`src/if_fetch_pkg.sv`:
```
package if_fetch_pkg;

  ////////////////////
  // Widths
  ////////////////////

  // Address and instruction width
  localparam int unsigned XLEN = 32;

  // Interrupt id width for vectored mode
  localparam int unsigned IRQ_ID_W = 5;

  ////////////////////
  // Reset values
  ////////////////////

  // addi x0, x0, 0
  localparam logic [XLEN-1:0] INSTR_NOP = 32'h0000_0013;

  ////////////////////
  // Mux encodings
  ////////////////////

  // Redirect target selection
  typedef enum logic [2:0] {
    PC_BOOT      = 3'd0,
    PC_JUMP      = 3'd1,
    PC_BRANCH    = 3'd2,
    PC_EXCEPTION = 3'd3,
    PC_MRET      = 3'd4,
    PC_DRET      = 3'd5
  } pc_mux_e;

  // Exception target selection
  typedef enum logic [1:0] {
    EXC_PC_EXCEPTION = 2'd0,
    EXC_PC_IRQ       = 2'd1,
    EXC_PC_DBD       = 2'd2,
    EXC_PC_DBE       = 2'd3
  } exc_pc_mux_e;

endpackage

```
`src/if_fetch_ctrl.sv`:
```
module if_fetch_ctrl import if_fetch_pkg::*;
(
  input  logic                clk,
  input  logic                rst_n,

  // Redirect sources
  input  logic [XLEN-1:0]     boot_addr_i,
  input  logic [23:0]         mtvec_addr_i,
  input  logic [XLEN-1:0]     dm_halt_addr_i,
  input  logic [XLEN-1:0]     dm_exception_addr_i,
  input  logic [XLEN-1:0]     mepc_i,
  input  logic [XLEN-1:0]     dpc_i,
  input  logic [XLEN-1:0]     jump_target_i,
  input  logic [XLEN-1:0]     branch_target_i,

  // Controller requests
  input  logic                pc_set_i,
  input  pc_mux_e             pc_mux_i,
  input  exc_pc_mux_e         exc_pc_mux_i,
  input  logic [IRQ_ID_W-1:0] irq_id_i,
  input  logic                halt_if_i,
  input  logic                id_ready_i,

  // Prefetch buffer status
  input  logic                pf_valid_i,
  input  logic                pf_busy_i,

  output logic                redirect_o,
  output logic [XLEN-1:0]     redirect_addr_o,
  output logic                if_ready_o,
  output logic                if_valid_o,
  output logic                if_busy_o,
  output logic                csr_mtvec_init_o
);

  logic [XLEN-1:0] exc_pc;

  // Exception vector
  always_comb
  begin
    case (exc_pc_mux_i)
      // Non-vectored, all traps share the base
      EXC_PC_EXCEPTION: exc_pc = {mtvec_addr_i, 8'h00};
      // Vectored interrupts, one word per id
      EXC_PC_IRQ:       exc_pc = {mtvec_addr_i, 1'b0, irq_id_i, 2'b00};
      EXC_PC_DBD:       exc_pc = {dm_halt_addr_i[XLEN-1:2], 2'b00};
      EXC_PC_DBE:       exc_pc = {dm_exception_addr_i[XLEN-1:2], 2'b00};
      default:          exc_pc = {mtvec_addr_i, 8'h00};
    endcase
  end

  // Redirect target
  always_comb
  begin
    case (pc_mux_i)
      PC_BOOT:      redirect_addr_o = {boot_addr_i[XLEN-1:2], 2'b00};
      PC_JUMP:      redirect_addr_o = jump_target_i;
      PC_BRANCH:    redirect_addr_o = branch_target_i;
      PC_EXCEPTION: redirect_addr_o = exc_pc;
      // Return from trap and from debug mode
      PC_MRET:      redirect_addr_o = mepc_i;
      PC_DRET:      redirect_addr_o = dpc_i;
      default:      redirect_addr_o = {boot_addr_i[XLEN-1:2], 2'b00};
    endcase
  end

  // One pulse per pc_set
  assign redirect_o = pc_set_i;

  // mtvec init only on the boot redirect
  assign csr_mtvec_init_o = pc_set_i && (pc_mux_i == PC_BOOT);

  // IF ready follows ID unless halted
  assign if_ready_o = id_ready_i && !halt_if_i;
  assign if_valid_o = if_ready_o && pf_valid_i;

  // Busy flag, registered so it does not glitch on a flush
  always_ff @(posedge clk or negedge rst_n)
  begin
    if (!rst_n)
    begin
      if_busy_o <= 1'b0;
    end
    else
    begin
      if_busy_o <= pf_busy_i;
    end
  end

endmodule

```
`src/if_prefetch_buffer.sv`:
```
module if_prefetch_buffer import if_fetch_pkg::*;
#(
  parameter int unsigned PF_DEPTH = 2
)
(
  input  logic            clk,
  input  logic            rst_n,

  // Redirect from control
  input  logic            redirect_i,
  input  logic [XLEN-1:0] redirect_addr_i,

  // Head consumed by IF
  input  logic            pop_i,

  // Transaction side
  output logic            trans_valid_o,
  input  logic            trans_ready_i,
  output logic [XLEN-1:0] trans_addr_o,

  // Response side
  input  logic            resp_valid_i,
  input  logic [XLEN-1:0] resp_rdata_i,
  input  logic            resp_fault_i,

  // FIFO head towards IF/ID
  output logic            pf_valid_o,
  output logic [XLEN-1:0] pf_instr_o,
  output logic            pf_fault_o,
  output logic [XLEN-1:0] pf_pc_o,
  output logic            pf_busy_o
);

  localparam int unsigned PTR_W = (PF_DEPTH > 1) ? $clog2(PF_DEPTH) : 1;
  localparam int unsigned CNT_W = $clog2(PF_DEPTH + 1);

  // Fetch state
  logic [XLEN-1:0]  fetch_addr_q;
  logic [XLEN-1:0]  head_pc_q;
  logic             active_q;
  logic             outstanding_q;
  logic             discard_q;

  // FIFO storage and pointers
  logic [XLEN-1:0]  fifo_instr [PF_DEPTH];
  logic             fifo_fault [PF_DEPTH];
  logic [PTR_W-1:0] rd_ptr_q;
  logic [PTR_W-1:0] wr_ptr_q;
  logic [CNT_W-1:0] count_q;

  logic             accept;
  logic             push;
  logic             pop;
  logic [XLEN-1:0]  aligned_addr;

  assign aligned_addr = {redirect_addr_i[XLEN-1:2], 2'b00};

  ////////////////////
  // Issue
  ////////////////////

  // One transaction in flight, and a free slot for its word
  assign trans_valid_o = active_q && !outstanding_q && !redirect_i &&
                         (count_q < CNT_W'(PF_DEPTH));
  assign trans_addr_o  = fetch_addr_q;
  assign accept        = trans_valid_o && trans_ready_i;

  // Stale responses are dropped, and anything arriving during a flush
  assign push = resp_valid_i && !discard_q && !redirect_i;
  assign pop  = pop_i && pf_valid_o;

  // Head of the FIFO, hidden in the flush cycle
  assign pf_valid_o = (count_q != '0) && !redirect_i;
  assign pf_instr_o = fifo_instr[rd_ptr_q];
  assign pf_fault_o = fifo_fault[rd_ptr_q];
  assign pf_pc_o    = head_pc_q;
  assign pf_busy_o  = outstanding_q;

  always_ff @(posedge clk or negedge rst_n)
  begin
    if (!rst_n)
    begin
      fetch_addr_q  <= '0;
      head_pc_q     <= '0;
      active_q      <= 1'b0;
      outstanding_q <= 1'b0;
      discard_q     <= 1'b0;
    end
    else
    begin
      // Idle until the first redirect after reset
      if (redirect_i)
      begin
        active_q <= 1'b1;
      end

      if (redirect_i)
      begin
        fetch_addr_q <= aligned_addr;
        head_pc_q    <= aligned_addr;
      end
      else
      begin
        // Each word holds one instruction, always +4
        if (accept)
        begin
          fetch_addr_q <= fetch_addr_q + 32'd4;
        end
        if (pop)
        begin
          head_pc_q <= head_pc_q + 32'd4;
        end
      end

      // In flight from acceptance to response
      if (accept)
      begin
        outstanding_q <= 1'b1;
      end
      else if (resp_valid_i)
      begin
        outstanding_q <= 1'b0;
      end

      // Mark a response that belongs to the old stream
      if (redirect_i)
      begin
        discard_q <= outstanding_q && !resp_valid_i;
      end
      else if (resp_valid_i)
      begin
        discard_q <= 1'b0;
      end
    end
  end

  ////////////////////
  // FIFO
  ////////////////////

  always_ff @(posedge clk or negedge rst_n)
  begin
    if (!rst_n)
    begin
      rd_ptr_q <= '0;
      wr_ptr_q <= '0;
      count_q  <= '0;
    end
    else if (redirect_i)
    begin
      // Flush
      rd_ptr_q <= '0;
      wr_ptr_q <= '0;
      count_q  <= '0;
    end
    else
    begin
      if (push)
      begin
        wr_ptr_q <= (wr_ptr_q == PTR_W'(PF_DEPTH - 1)) ? '0 : wr_ptr_q + 1'b1;
      end
      if (pop)
      begin
        rd_ptr_q <= (rd_ptr_q == PTR_W'(PF_DEPTH - 1)) ? '0 : rd_ptr_q + 1'b1;
      end
      if (push && !pop)
      begin
        count_q <= count_q + 1'b1;
      end
      else if (pop && !push)
      begin
        count_q <= count_q - 1'b1;
      end
    end
  end

  // Word storage
  always_ff @(posedge clk)
  begin
    if (push)
    begin
      fifo_instr[wr_ptr_q] <= resp_rdata_i;
      fifo_fault[wr_ptr_q] <= resp_fault_i;
    end
  end

endmodule

```
`src/if_bus_gate.sv`:
```
module if_bus_gate import if_fetch_pkg::*;
#(
  parameter logic [XLEN-1:0] EXEC_BASE = 32'h0000_0000,
  parameter logic [XLEN-1:0] EXEC_SIZE = 32'h0000_8000
)
(
  input  logic            clk,
  input  logic            rst_n,

  // Transaction from the prefetch buffer
  input  logic            trans_valid_i,
  output logic            trans_ready_o,
  input  logic [XLEN-1:0] trans_addr_i,

  // Response to the prefetch buffer
  output logic            resp_valid_o,
  output logic [XLEN-1:0] resp_rdata_o,
  output logic            resp_fault_o,

  // Instruction bus
  output logic            instr_req_o,
  output logic [XLEN-1:0] instr_addr_o,
  input  logic            instr_gnt_i,
  input  logic            instr_rvalid_i,
  input  logic [XLEN-1:0] instr_rdata_i,
  input  logic            instr_err_i
);

  logic            in_region;
  logic            take;
  logic            fwd;
  logic            hold_q;
  logic            out_q;
  logic            fault_q;
  logic [XLEN-1:0] addr_q;

  // Executable region check
  assign in_region = (trans_addr_i >= EXEC_BASE) &&
                     ((trans_addr_i - EXEC_BASE) < EXEC_SIZE);

  // Accept only when nothing is pending on either path
  assign trans_ready_o = !hold_q && !out_q && !fault_q;
  assign take          = trans_valid_i && trans_ready_o;
  assign fwd           = take && in_region;

  // Request goes out in the cycle of acceptance, then holds until granted
  assign instr_req_o  = hold_q || fwd;
  // Blocked addresses never reach the bus
  assign instr_addr_o = fwd ? trans_addr_i : addr_q;

  // Bus reply, or the fault answer for a blocked fetch
  assign resp_valid_o = fault_q || (out_q && instr_rvalid_i);
  assign resp_fault_o = fault_q || instr_err_i;
  assign resp_rdata_o = resp_fault_o ? '0 : instr_rdata_i;

  always_ff @(posedge clk or negedge rst_n)
  begin
    if (!rst_n)
    begin
      hold_q  <= 1'b0;
      out_q   <= 1'b0;
      fault_q <= 1'b0;
      addr_q  <= '0;
    end
    else
    begin
      fault_q <= take && !in_region;

      if (fwd)
      begin
        addr_q <= trans_addr_i;
        // Granted at once or kept on the bus
        if (instr_gnt_i)
        begin
          out_q <= 1'b1;
        end
        else
        begin
          hold_q <= 1'b1;
        end
      end
      else if (hold_q && instr_gnt_i)
      begin
        hold_q <= 1'b0;
        out_q  <= 1'b1;
      end
      else if (out_q && instr_rvalid_i)
      begin
        out_q <= 1'b0;
      end
    end
  end

endmodule

```
`src/if_rvc_expand.sv`:
```
module if_rvc_expand import if_fetch_pkg::*;
(
  input  logic            clk,
  input  logic            rst_n,

  input  logic            load_i,
  input  logic            id_ready_i,

  // FIFO head
  input  logic [XLEN-1:0] pf_instr_i,
  input  logic            pf_fault_i,
  input  logic [XLEN-1:0] pf_pc_i,

  // IF/ID register
  output logic            instr_valid_o,
  output logic [XLEN-1:0] instr_o,
  output logic [XLEN-1:0] pc_o,
  output logic [15:0]     compressed_instr_o,
  output logic            is_compressed_o,
  output logic            illegal_c_o,
  output logic            fetch_fault_o
);

  logic [15:0]     c;
  logic [XLEN-1:0] instr_x;
  logic            is_c;
  logic            illegal_x;

  assign c = pf_instr_i[15:0];

  ////////////////////
  // Expansion
  ////////////////////

  always_comb
  begin
    instr_x   = pf_instr_i;
    is_c      = 1'b0;
    illegal_x = 1'b0;
    // Faulted fetches carry no instruction
    if (pf_fault_i)
    begin
      instr_x = '0;
    end
    else if (c[1:0] != 2'b11)
    begin
      is_c      = 1'b1;
      // Anything not matched below
      illegal_x = 1'b1;
      instr_x   = {16'h0000, c};
      if (c[1:0] == 2'b01)
      begin
        case (c[15:13])
          // C.ADDI, addi rd, rd, imm
          3'b000:
          begin
            instr_x   = {{6{c[12]}}, c[12], c[6:2], c[11:7], 3'b000, c[11:7], 7'b0010011};
            illegal_x = 1'b0;
          end
          // C.LI, addi rd, x0, imm
          3'b010:
          begin
            instr_x   = {{6{c[12]}}, c[12], c[6:2], 5'd0, 3'b000, c[11:7], 7'b0010011};
            illegal_x = 1'b0;
          end
          // C.J, jal x0 with the scrambled offset
          3'b101:
          begin
            instr_x   = {c[12], c[8], c[10:9], c[6], c[7], c[2], c[11], c[5:3],
                         c[12], {8{c[12]}}, 5'd0, 7'b1101111};
            illegal_x = 1'b0;
          end
          default:
          begin
          end
        endcase
      end
      else if (c[1:0] == 2'b10 && c[15:13] == 3'b100 && c[6:2] != 5'd0)
      begin
        illegal_x = 1'b0;
        if (c[12])
        begin
          // C.ADD, add rd, rd, rs2
          instr_x = {7'd0, c[6:2], c[11:7], 3'b000, c[11:7], 7'b0110011};
        end
        else
        begin
          // C.MV, add rd, x0, rs2
          instr_x = {7'd0, c[6:2], 5'd0, 3'b000, c[11:7], 7'b0110011};
        end
      end
    end
  end

  ////////////////////
  // IF/ID register
  ////////////////////

  // Frozen while ID stalls
  always_ff @(posedge clk or negedge rst_n)
  begin
    if (!rst_n)
    begin
      instr_valid_o      <= 1'b0;
      instr_o            <= INSTR_NOP;
      pc_o               <= '0;
      compressed_instr_o <= '0;
      is_compressed_o    <= 1'b0;
      illegal_c_o        <= 1'b0;
      fetch_fault_o      <= 1'b0;
    end
    else if (load_i)
    begin
      instr_valid_o      <= 1'b1;
      instr_o            <= instr_x;
      pc_o               <= pf_pc_i;
      compressed_instr_o <= c;
      is_compressed_o    <= is_c;
      illegal_c_o        <= illegal_x;
      fetch_fault_o      <= pf_fault_i;
    end
    else if (id_ready_i)
    begin
      // ID took it, nothing new behind
      instr_valid_o <= 1'b0;
    end
  end

endmodule

```
`src/if_fetch_top.sv`:
```
module if_fetch_top import if_fetch_pkg::*;
#(
  parameter int unsigned     PF_DEPTH  = 2,
  parameter logic [XLEN-1:0] EXEC_BASE = 32'h0000_0000,
  parameter logic [XLEN-1:0] EXEC_SIZE = 32'h0000_8000
)
(
  input  logic                clk,
  input  logic                rst_n,
  input  logic [XLEN-1:0]     boot_addr_i,
  input  logic [23:0]         mtvec_addr_i,
  input  logic [XLEN-1:0]     dm_halt_addr_i,
  input  logic [XLEN-1:0]     dm_exception_addr_i,
  input  logic [XLEN-1:0]     mepc_i,
  input  logic [XLEN-1:0]     dpc_i,
  input  logic [XLEN-1:0]     jump_target_i,
  input  logic [XLEN-1:0]     branch_target_i,
  input  logic                pc_set_i,
  input  pc_mux_e             pc_mux_i,
  input  exc_pc_mux_e         exc_pc_mux_i,
  input  logic [IRQ_ID_W-1:0] irq_id_i,
  input  logic                halt_if_i,
  input  logic                id_ready_i,
  // Instruction bus
  output logic                instr_req_o,
  output logic [XLEN-1:0]     instr_addr_o,
  input  logic                instr_gnt_i,
  input  logic                instr_rvalid_i,
  input  logic [XLEN-1:0]     instr_rdata_i,
  input  logic                instr_err_i,
  // IF/ID outputs
  output logic                instr_valid_o,
  output logic [XLEN-1:0]     instr_o,
  output logic [XLEN-1:0]     pc_o,
  output logic [15:0]         compressed_instr_o,
  output logic                is_compressed_o,
  output logic                illegal_c_o,
  output logic                fetch_fault_o,
  output logic                if_ready_o,
  output logic                if_busy_o,
  output logic                csr_mtvec_init_o
);

  // Redirect path
  logic            redirect;
  logic [XLEN-1:0] redirect_addr;
  // Transaction and response path
  logic            trans_valid;
  logic            trans_ready;
  logic [XLEN-1:0] trans_addr;
  logic            resp_valid;
  logic [XLEN-1:0] resp_rdata;
  logic            resp_fault;
  // FIFO head
  logic            pf_valid;
  logic [XLEN-1:0] pf_instr;
  logic            pf_fault;
  logic [XLEN-1:0] pf_pc;
  logic            pf_busy;
  logic            if_valid;

  if_fetch_ctrl u_ctrl (
    .clk                 (clk),
    .rst_n               (rst_n),
    .boot_addr_i         (boot_addr_i),
    .mtvec_addr_i        (mtvec_addr_i),
    .dm_halt_addr_i      (dm_halt_addr_i),
    .dm_exception_addr_i (dm_exception_addr_i),
    .mepc_i              (mepc_i),
    .dpc_i               (dpc_i),
    .jump_target_i       (jump_target_i),
    .branch_target_i     (branch_target_i),
    .pc_set_i            (pc_set_i),
    .pc_mux_i            (pc_mux_i),
    .exc_pc_mux_i        (exc_pc_mux_i),
    .irq_id_i            (irq_id_i),
    .halt_if_i           (halt_if_i),
    .id_ready_i          (id_ready_i),
    .pf_valid_i          (pf_valid),
    .pf_busy_i           (pf_busy),
    .redirect_o          (redirect),
    .redirect_addr_o     (redirect_addr),
    .if_ready_o          (if_ready_o),
    .if_valid_o          (if_valid),
    .if_busy_o           (if_busy_o),
    .csr_mtvec_init_o    (csr_mtvec_init_o)
  );

  // IF ready pops the head
  if_prefetch_buffer #(
    .PF_DEPTH (PF_DEPTH)
  ) u_prefetch (
    .clk             (clk),
    .rst_n           (rst_n),
    .redirect_i      (redirect),
    .redirect_addr_i (redirect_addr),
    .pop_i           (if_ready_o),
    .trans_valid_o   (trans_valid),
    .trans_ready_i   (trans_ready),
    .trans_addr_o    (trans_addr),
    .resp_valid_i    (resp_valid),
    .resp_rdata_i    (resp_rdata),
    .resp_fault_i    (resp_fault),
    .pf_valid_o      (pf_valid),
    .pf_instr_o      (pf_instr),
    .pf_fault_o      (pf_fault),
    .pf_pc_o         (pf_pc),
    .pf_busy_o       (pf_busy)
  );

  if_bus_gate #(
    .EXEC_BASE (EXEC_BASE),
    .EXEC_SIZE (EXEC_SIZE)
  ) u_bus_gate (
    .clk            (clk),
    .rst_n          (rst_n),
    .trans_valid_i  (trans_valid),
    .trans_ready_o  (trans_ready),
    .trans_addr_i   (trans_addr),
    .resp_valid_o   (resp_valid),
    .resp_rdata_o   (resp_rdata),
    .resp_fault_o   (resp_fault),
    .instr_req_o    (instr_req_o),
    .instr_addr_o   (instr_addr_o),
    .instr_gnt_i    (instr_gnt_i),
    .instr_rvalid_i (instr_rvalid_i),
    .instr_rdata_i  (instr_rdata_i),
    .instr_err_i    (instr_err_i)
  );

  // if_valid loads the IF/ID register
  if_rvc_expand u_rvc_expand (
    .clk                (clk),
    .rst_n              (rst_n),
    .load_i             (if_valid),
    .id_ready_i         (id_ready_i),
    .pf_instr_i         (pf_instr),
    .pf_fault_i         (pf_fault),
    .pf_pc_i            (pf_pc),
    .instr_valid_o      (instr_valid_o),
    .instr_o            (instr_o),
    .pc_o               (pc_o),
    .compressed_instr_o (compressed_instr_o),
    .is_compressed_o    (is_compressed_o),
    .illegal_c_o        (illegal_c_o),
    .fetch_fault_o      (fetch_fault_o)
  );

endmodule

```
`config.mk`:
```
export PLATFORM = sky130hd
export DESIGN_NAME = if_fetch_top
export DESIGN_NICKNAME = d
export VERILOG_FILES = /design/src/if_fetch_pkg.sv /design/src/if_fetch_ctrl.sv /design/src/if_prefetch_buffer.sv /design/src/if_bus_gate.sv /design/src/if_rvc_expand.sv /design/src/if_fetch_top.sv
export SDC_FILE = /design/constraint.sdc
export NUM_CORES = 1
export LEC_CHECK = 0
export ABC_CLOCK_PERIOD_IN_PS = 5050
export BUFFER_PORTS_ARGS = -buffer_cell sky130_fd_sc_hd__clkbuf_2
export CAP_MARGIN = 20
export CORE_MARGIN = 2
export CORE_UTILIZATION = 52
export CTS_CLUSTER_DIAMETER = 100
export DETAILED_ROUTE_END_ITERATION = 10
export HOLD_SLACK_MARGIN = 0.15
export PLACE_DENSITY = 0.81
export SETUP_SLACK_MARGIN = 0.02
export SYNTH_ARGS = -nofsm -noshare
export SYNTH_HDL_FRONTEND = slang
export SYNTH_SLANG_ARGS = --single-unit
```
`constraint.sdc`:
```
create_clock -name clk -period 5.05 [get_ports clk]
set_input_delay 1.01 -clock clk [delete_from_list [all_inputs] [get_ports clk]]
set_output_delay 1.01 -clock clk [all_outputs]
set_load 0.01 [all_outputs]
```
* Word level (Yosys, flattened, before mapping) *
Memories as Yosys holds them, arrays and structs flattened.
Index checks and enable logic that the tools add are counted.

storage, ports and cells
  register bits = 191
  bits in latches = 0
  RAM bits = 66
  ROM bits = 0
  logic and storage cells = 144
  memories kept = 2

cells by class
  add/subtract/negate cells = 6
  multiply operators = 0
  divide/modulo/power cells = 0
  order comparisons = 3
  equality and inequality tests = 16
  shift-type cells = 0
  multiplexer cells = 44
  bitwise operators = 0
  reduce and logical (&&, ||, !) cells = 53

memory list
  name                   depth  width  read ports  clocked after Yosys merged registers in  write ports  RTL line                  text
  u_prefetch.fifo_instr  2      32     1           0                                        1            if_prefetch_buffer.sv:45  logic [XLEN-1:0] fifo_instr [PF_DEPTH];
  u_prefetch.fifo_fault  2      1      1           0                                        1            if_prefetch_buffer.sv:46  logic fifo_fault [PF_DEPTH];

operators with widths
  cell                   count
  $mux 32                9
  $pmux 32 s5            1
  $pmux 32 s4            1
  $pmux 32 s3            1
  $add 32x3->32 const B  2
  $ge 32x1->1 const B    1
  $lt 32x16->1 const B   1
  $mux 1                 27
  $mux 25                1
  $logic_and 1x1->1      22
  $mux 20                1
  $reduce_bool 2->1      8
  $eq 3x3->1 const B     4
  $logic_not 1->1        11
  $eq 3x2->1 const B     3
  $eq 2x2->1 const B     3
  $logic_not 3->1        2
  $mux 2                 3
  $ne 2x2->1 const B     3
  $reduce_bool 3->1      2
  $reduce_bool 5->1      1
  $eq 2x1->1 const B     2
  $reduce_and 2->1       2
  $eq 3x1->1 const B     1
  7 further kinds        10

* Depth between registers and ports, before layout *
Gate-level depths: netlist (run 1).

  depth after elaboration = 9
  depth in mapped cells = 8

* Modules after synthesis *
Synthesis (run 1) repeated with hierarchy kept, for this count alone.

unflattened totals
  cells, all modules = 1,242
  area total of the unflattened synthesis = 13,625.6 µm²

modules (own cells, without submodules)
  module              instances  cells each  area an instance (µm²)
  if_prefetch_buffer  1          465         6,112.1
  if_rvc_expand       1          286         3,633.5
  if_fetch_ctrl       1          364         2,344.7
  if_bus_gate         1          127         1,535.2

* Worst setup path after synthesis (run 1) *
Ideal clock, no wire load.

  kind = input-to-reg
  start point = input port pc_set_i
  end point = memory u_prefetch.fifo_fault[0], enable pin
  arrival = 4.824 ns
  required time = 4.544 ns
  setup slack = -0.280 ns
  stages on the path = 4
  buffers on the path = 3
  path through = buf_2 -> clkbuf_1 -> clkbuf_1 -> nor4_1

between the ends
  word-level cells in the longest chain between the ends = 4

ends and longest elaborated chain
  item                          RTL line                   text
  start, declared               if_fetch_top.sv:18         input logic pc_set_i,
  $logic_not 1->1               if_prefetch_buffer.sv:69   assign push = resp_valid_i && !discard_q && !redirect_i;
  $logic_and 1x1->1             if_prefetch_buffer.sv:69
  $mux 1                        if_prefetch_buffer.sv:180  if (push)
  $mux 1 (implied by the code)  if_prefetch_buffer.sv:183  fifo_fault[wr_ptr_q] <= resp_fault_i;
  end, declared                 if_prefetch_buffer.sv:46

No other way between the ends.

* Final worst setup path (run 1) *
  start point = register u_prefetch.outstanding_q (netlist: u_prefetch.pf_busy_o)
  end point = output port instr_addr_o[10]

between the ends
  word-level cells in the longest chain between the ends = 7

ends and longest elaborated chain
  item                             RTL line                   text
  start, declared                  if_prefetch_buffer.sv:41   logic outstanding_q;
  start signal, assigned           if_prefetch_buffer.sv:86   outstanding_q <= 1'b0;
  start signal, assigned           if_prefetch_buffer.sv:118  outstanding_q <= 1'b1;
  start signal, assigned           if_prefetch_buffer.sv:122  outstanding_q <= 1'b0;
  $logic_not 1->1                  if_prefetch_buffer.sv:63   assign trans_valid_o = active_q && !outstanding_q && !redirect_i &&
  $logic_and 1x1->1 (3 in series)  if_prefetch_buffer.sv:63
  $logic_and 1x1->1                if_bus_gate.sv:43          assign take = trans_valid_i && trans_ready_o;
  $logic_and 1x1->1                if_bus_gate.sv:44          assign fwd = take && in_region;
  $mux 32                          if_bus_gate.sv:49          assign instr_addr_o = fwd ? trans_addr_i : addr_q;
  end, declared                    if_fetch_top.sv:26         output logic [XLEN-1:0] instr_addr_o,

No other way between the ends.

==> results of run 1 <==
## flip-flops by register name, indices dropped and copies added (netlist names), 2 cells and up
name and flops:
u_prefetch.trans_addr_o 30, u_rvc_expand.instr_o 32, u_prefetch.fifo_instr 64, u_rvc_expand.pc_o 30, u_prefetch.fifo_fault 2, u_prefetch.count_q 2, u_bus_gate.addr_q 32, u_rvc_expand.compressed_instr_o 16
u_prefetch.pf_pc_o 30
## worst paths after layout
path                       depth (start not counted)                  start                  endpoint
max                                                6   u_prefetch.pf_busy_o          instr_addr_o[10]
min                                                2  u_rvc_expand.pc_o[17]     u_rvc_expand.pc_o[17]
max reg2reg                                        6    u_prefetch.rd_ptr_q  u_rvc_expand.instr_o[21]
min reg2reg                                        2  u_rvc_expand.pc_o[17]     u_rvc_expand.pc_o[17]
max in group asynchronous                          2                  rst_n     u_bus_gate.addr_q[14]
min in group asynchronous                          1                  rst_n     u_rvc_expand.pc_o[17]
## through the flow
step,instances,util
floorplan,1376,-
finish,2097,0.646
global route,2097,0.646
global placement,2051,0.614
CTS,2097,0.646
detailed placement,2052,0.614
## cells by family after synthesis
logic type,synth area share
buffers and inverters,0.0385
DFF,0.486
AOI/OAI and AO/OA,0.196
xor gates and xnor gates,0.0161
adders and majority gates,0.00184
and+or+nand+nor,0.187
other,0.000275
muxes,0.0743
## critical path, stage by stage (launching register included)
cell and delay [ps]:
dfrtp_1 450, nor4b_4 510, nand2_2 340, nor4_4 380, buf_6 260, mux2_1 370
clkbuf_2 150
## power by group through the flow
stage	clock network (uW)	logic, uW	registers (uW)
after CTS	1910	1710	2810
after global placement	0	1650	2820
after global routing	1980	1860	2860
after detailed placement	0	1690	2840
final	1900	1720	2820
after floorplan	0	842	2880
## layout make-up
cell class                 count  area (um^2)  area share
clock inverter                17          175      0.0105
inverter                      21         78.8     0.00471
sequential                   251         6620       0.395
timing repair buffer         436         2290       0.137
tap                          335          419      0.0250
multi-input combinational   1009         6500       0.388
clock buffer                  28          668      0.0399
## cells in the final DEF, fill, tap and decap left out, types with 10 or more instances in the layout
master	count
o22ai_1	10
nand3_1	24
and4_1	15
o21ai_0	72
nand2b_1	19
clkbuf_16	26
and3_1	15
nand4_1	24
dfrtp_1	181
clkbuf_2	400
o22a_1	16
xor2_1	16
a31oi_1	21
mux2_2	18
inv_1	19
nor3_1	12
mux2i_1	67
a21o_1	22
nor2_1	100
a21oi_1	81
buf_4	33
a211oi_1	22
o221ai_1	20
and2_1	45
a211o_1	10
nand2_1	162
edfxtp_1	66
nor2b_1	36
## routing by layer
layer  vias to the layer above  GRT usage  share of wire
li1                       5826          -              -
met1                      6235      0.447           0.39
met2                       765      0.564           0.47
met3                       139     0.0603          0.083
met4                         0      0.149          0.052
met5                         -          0              0
==> out/metrics.cfg, run 1 <==
[timing]
finalHoldViolations = 0
worstMarginPinSlew_ps = 1050
relSlewSlack = 0.290
fin_ws_ps = 1040
slew_violations = 0
fin_worst_skew_ps = 18.9
finalSetupViolations = 0
period_share = 0.794
tns_ps = 0
holdWs_ps = 473
fmax_mhz = 249
period_minus_slack_ps = 4010
rsz0062_at_grt = no

[power_and_ir_drop]
p_clk_frac = 0.294
ir_drop_v = 0.000377
p_seq_frac = 0.438
p_comb_frac = 0.267
p_total_uw = 6440
netSwitchingFraction = 0.342
power_switching_uw = 2200
leakagePower_uw = 0.00785
p_int_uw = 4240
p_per_area_nw_per_um2 = 385

[floorplanning]
ios = 418
die-area_um2 = 27500
die_w_um = 166
coreArea_um2 = 25900
row_count = 59
die_h_um = 166
initial_core_util = 0.525

[synth]
synth_area_leader_cell = dfrtp_1
avgSynthCellArea_um2 = 9.90
async_reset_ff_frac = 0.737
synth_top_area_frac = 0.335
synthTopCellsByCount = 182 x dfrtp_1, 163 x nand2_1, 100 x nor2_1, 81 x a21oi_1, 72 x o21ai_0
synth_most_common_cell = dfrtp_1
synth_edf_count = 66
ys.flop_type = dfrtp_1
synth_area_leaders = dfrtp_1 33%, edfxtp_1 15%, mux2i_1 4.9%
ys_ff_latch = 251
yosysWarnings = 0
synth_cells = 1375
synthDistinctLibCells = 91
synthesis.area_um2 = 13600
ys_seq_area_frac = 0.486

[critical_path]
crit_required_ps = 4040
rrSetupSlack_ps = 2310
cp_data_arrival_time_ps = 3000
end_kind = output pin
cp_max_fo = 17
startpoint_type = flip-flop
crit_type = reg -> out

[drt]
drc_errors = 0
drt_wl_total_um = 48200
vias = 13000
wl_per_cell_um = 23.0
via_per_inst = 6.18
antenna_violating_nets_post_route = 0
drtIter0Drc = 1334
dr.pass1.iters = 6

[run]
cap_viol_max_count = 0

[cts]
cts_max_path_buffers = 3
cts_num_sinks = 251
cts_root_buf = clkbuf_16
clk_latency_ps = 540
cts_made_buffers = 26
cts_setup_buffers = 0
clk_pin_slew_ps = 60
cts_tree = built
postCtsResizedCells = 0
htree_levels = 1
cts_hold_buf = 0

[cells_and_area]
final_area_um2 = 16800
nNetsFinal = 2045
final_layout_size_suffix_gt1_frac = 0.307
diodes = 0
fillers = 2093
area_growth_pct = 23.1

[place]
post-dp-hpwl_um = 36200
dp_slack_ps = 1480
port_buffers = 401
routabilityCongestion = 0.998
place_area_um2 = 15900

[global_routing]
grt_pass1_vias = 12600
antenna_found_initial = 0
grt_max_degree = 90
grt_pass1_wl_um = 73800
overflow = 0
gr-usage-all-layers = 0.342

[outcome]
status = finished clean

[hold_path]
min_path_type = reg -> reg

No activity file was read; power rests on OpenSTA's default activity.
==> run 2: changes to the inputs <==
- ABC_CLOCK_PERIOD_IN_PS: 5050 -> 3800
- clock period: 5.05 -> 3.8 ns (I/O delays scaled with it)
==> out/metrics.cfg, run 2 (synthesis results as in run 1) <==
[timing]
relSlewSlack = 0.255  ; -0.0354
rsz0062_at_grt = no
period_minus_slack_ps = 3610
tns_ps = 0  ; unchanged
finalSetupViolations = 0  ; unchanged
holdWs_ps = 387  ; -86.6 ps
fmax_mhz = 277
worstMarginPinSlew_ps = 1100  ; +51.9 ps
fin_worst_skew_ps = 22.7  ; +3.80 ps
finalHoldViolations = 0  ; unchanged
period_share = 0.951
slew_violations = 0  ; unchanged

[place]
port_buffers = 401  ; unchanged
place_area_um2 = 16000  ; +0.39%
post-dp-hpwl_um = 36200  ; -0.15%
routabilityCongestion = 1.01  ; +0.94%

[cells_and_area]
reg.largest.list = u_prefetch.fifo_instr (64), u_bus_gate.addr_q (32), u_rvc_expand.instr_o (32)
nNetsFinal = 2053  ; +0.39%
top_register = u_prefetch.fifo_instr
area_growth_pct = 23.5
final_common_cell = clkbuf_2
final_util = 0.649  ; +0.00227
final_area_um2 = 16800  ; +0.35%
diodes = 0  ; unchanged
largest_reg_flops = 64  ; unchanged
fillers = 2087  ; -0.29%
layout_common_cells = 400 x clkbuf_2, 181 x dfrtp_1, 162 x nand2_1
final_layout_size_suffix_gt1_frac = 0.308  ; +0.000698

[global_routing]
gr-usage-all-layers = 0.338  ; -0.00350
grt_max_degree = 88  ; -2.2%
grt_pass1_wl_um = 73200  ; -0.89%
overflow = 0  ; unchanged
antenna_found_initial = 0  ; unchanged
grt_pass1_vias = 12500  ; -0.77%

[cts]
postCtsResizedCells = 0  ; unchanged
cts_root_buf = clkbuf_16
cts_max_path_buffers = 3  ; unchanged
cts_num_sinks = 251  ; unchanged
clk_latency_ps = 540  ; about the same
htree_levels = 1  ; unchanged
cts_setup_buffers = 0  ; unchanged
clk_pin_slew_ps = 60  ; about the same
cts_made_buffers = 26  ; unchanged
cts_tree = built

[critical_path]
crit_required_ps = 3040  ; -1000 ps
startpoint_type = flip-flop
end_kind = output pin
crit_type = reg -> out
cp_max_fo = 17  ; unchanged
reg2regPathDepth = 5  ; -1
cp_data_arrival_time_ps = 2850  ; -150 ps

[hold_path]
hold-path-cell-count = 2  ; unchanged
min_path_type = in -> reg

[drt]
vias = 12900  ; -0.76%
drc_errors = 0  ; unchanged
drt_wl_total_um = 47700  ; -1.0%
wl_per_cell_um = 22.7  ; -1.5%
drtIter0Drc = 1442  ; +8.1%
dr.pass1.iters = 5  ; -1
via_per_inst = 6.11  ; -1.2%
antenna_violating_nets_post_route = 0  ; unchanged

[floorplanning]
coreArea_um2 = 25900  ; unchanged
die_h_um = 166  ; unchanged
die-area_um2 = 27500  ; unchanged
die_w_um = 166  ; unchanged
initial_core_util = 0.525  ; unchanged
ios = 418  ; unchanged
row_count = 59  ; unchanged

[power_and_ir_drop]
p_per_area_nw_per_um2 = 506  ; +32%
leakagePower_uw = 0.00790  ; +0.67%
ir_drop_v = 0.000452  ; +20%
p_total_uw = 8510  ; +32%

[run]
cap_viol_max_count = 0  ; unchanged

[outcome]
status = finished clean

## run 2: cell types whose count changed in the layout (fill, tap and decap cells not counted), moves of 2 or more
cell	before	now
buf_4	33	40
clkbuf_1	1	5
clkbuf_8	1	5
clkinv_2	5	7
clkinv_4	4	0
clkinvlp_4	4	0
## run 2: worst paths after layout
kind,startpoint,endpoint,slack (ps)
max in group asynchronous,rst_n,u_prefetch.trans_addr_o[23],2200
min in group asynchronous,rst_n,u_rvc_expand.pc_o[17],710
setup reg to reg,u_prefetch.rd_ptr_q,u_rvc_expand.instr_o[11],1200
hold reg to reg,u_prefetch.active_q,u_prefetch.active_q,470
setup / recovery,u_prefetch.pf_busy_o,instr_addr_o[14],190
hold / removal,instr_gnt_i,u_bus_gate.hold_q,390
## run 2: what timing repair did
item	CTS	global route
setup endpoints to repair	0	2
hold endpoints to repair	28	0
hold buffers	1	0
## run 2: per-stage QoR
| stage | setup WS [ps] | instances |
|---|---|---|
| after floorplan | 84.4 | 1376 |
| after global placement | 811 | 2059 |
| after detailed placement | 737 | 2059 |
| after CTS | 154 | 2106 |
| after global routing | 50.7 | 2106 |
| final | 188 | 2106 |
## run 2: final cells by class
type / instances / area, um^2 / share of cell area
flip-flops and latches: 251 / 6620 / 0.394
repair buffers: 444 / 2360 / 0.141
multi-input cells: 1009 / 6500 / 0.387
clock inverters: 10 / 92.6 / 0.00551
well taps: 335 / 419 / 0.0249
clock buffers: 36 / 738 / 0.0439
inverters: 21 / 78.8 / 0.00469
## run 2: report_power, final
group          internal, uW  switching [uW]  total [uW]
Combinational           905            1380        2290
Sequential             3320             417        3730
Clock                  1430            1060        2490
Total                  5650            2860        8510
## run 2: critical path: stages (launching register included)
cell	delay (ps)
dfrtp_1	430
nor4b_4	500
nand2_2	320
nor4_4	240
buf_4	290
mux2_1	370
clkbuf_2	150
## run 2: layer usage
layer,track usage,vias up,share of wire,wire [um]
li1,-,5839,-,-
met1,0.452,6204,0.40,19000
met2,0.562,700,0.48,22900
met3,0.0520,124,0.077,3670
met4,0.125,0,0.043,2070
met5,0,-,0,0
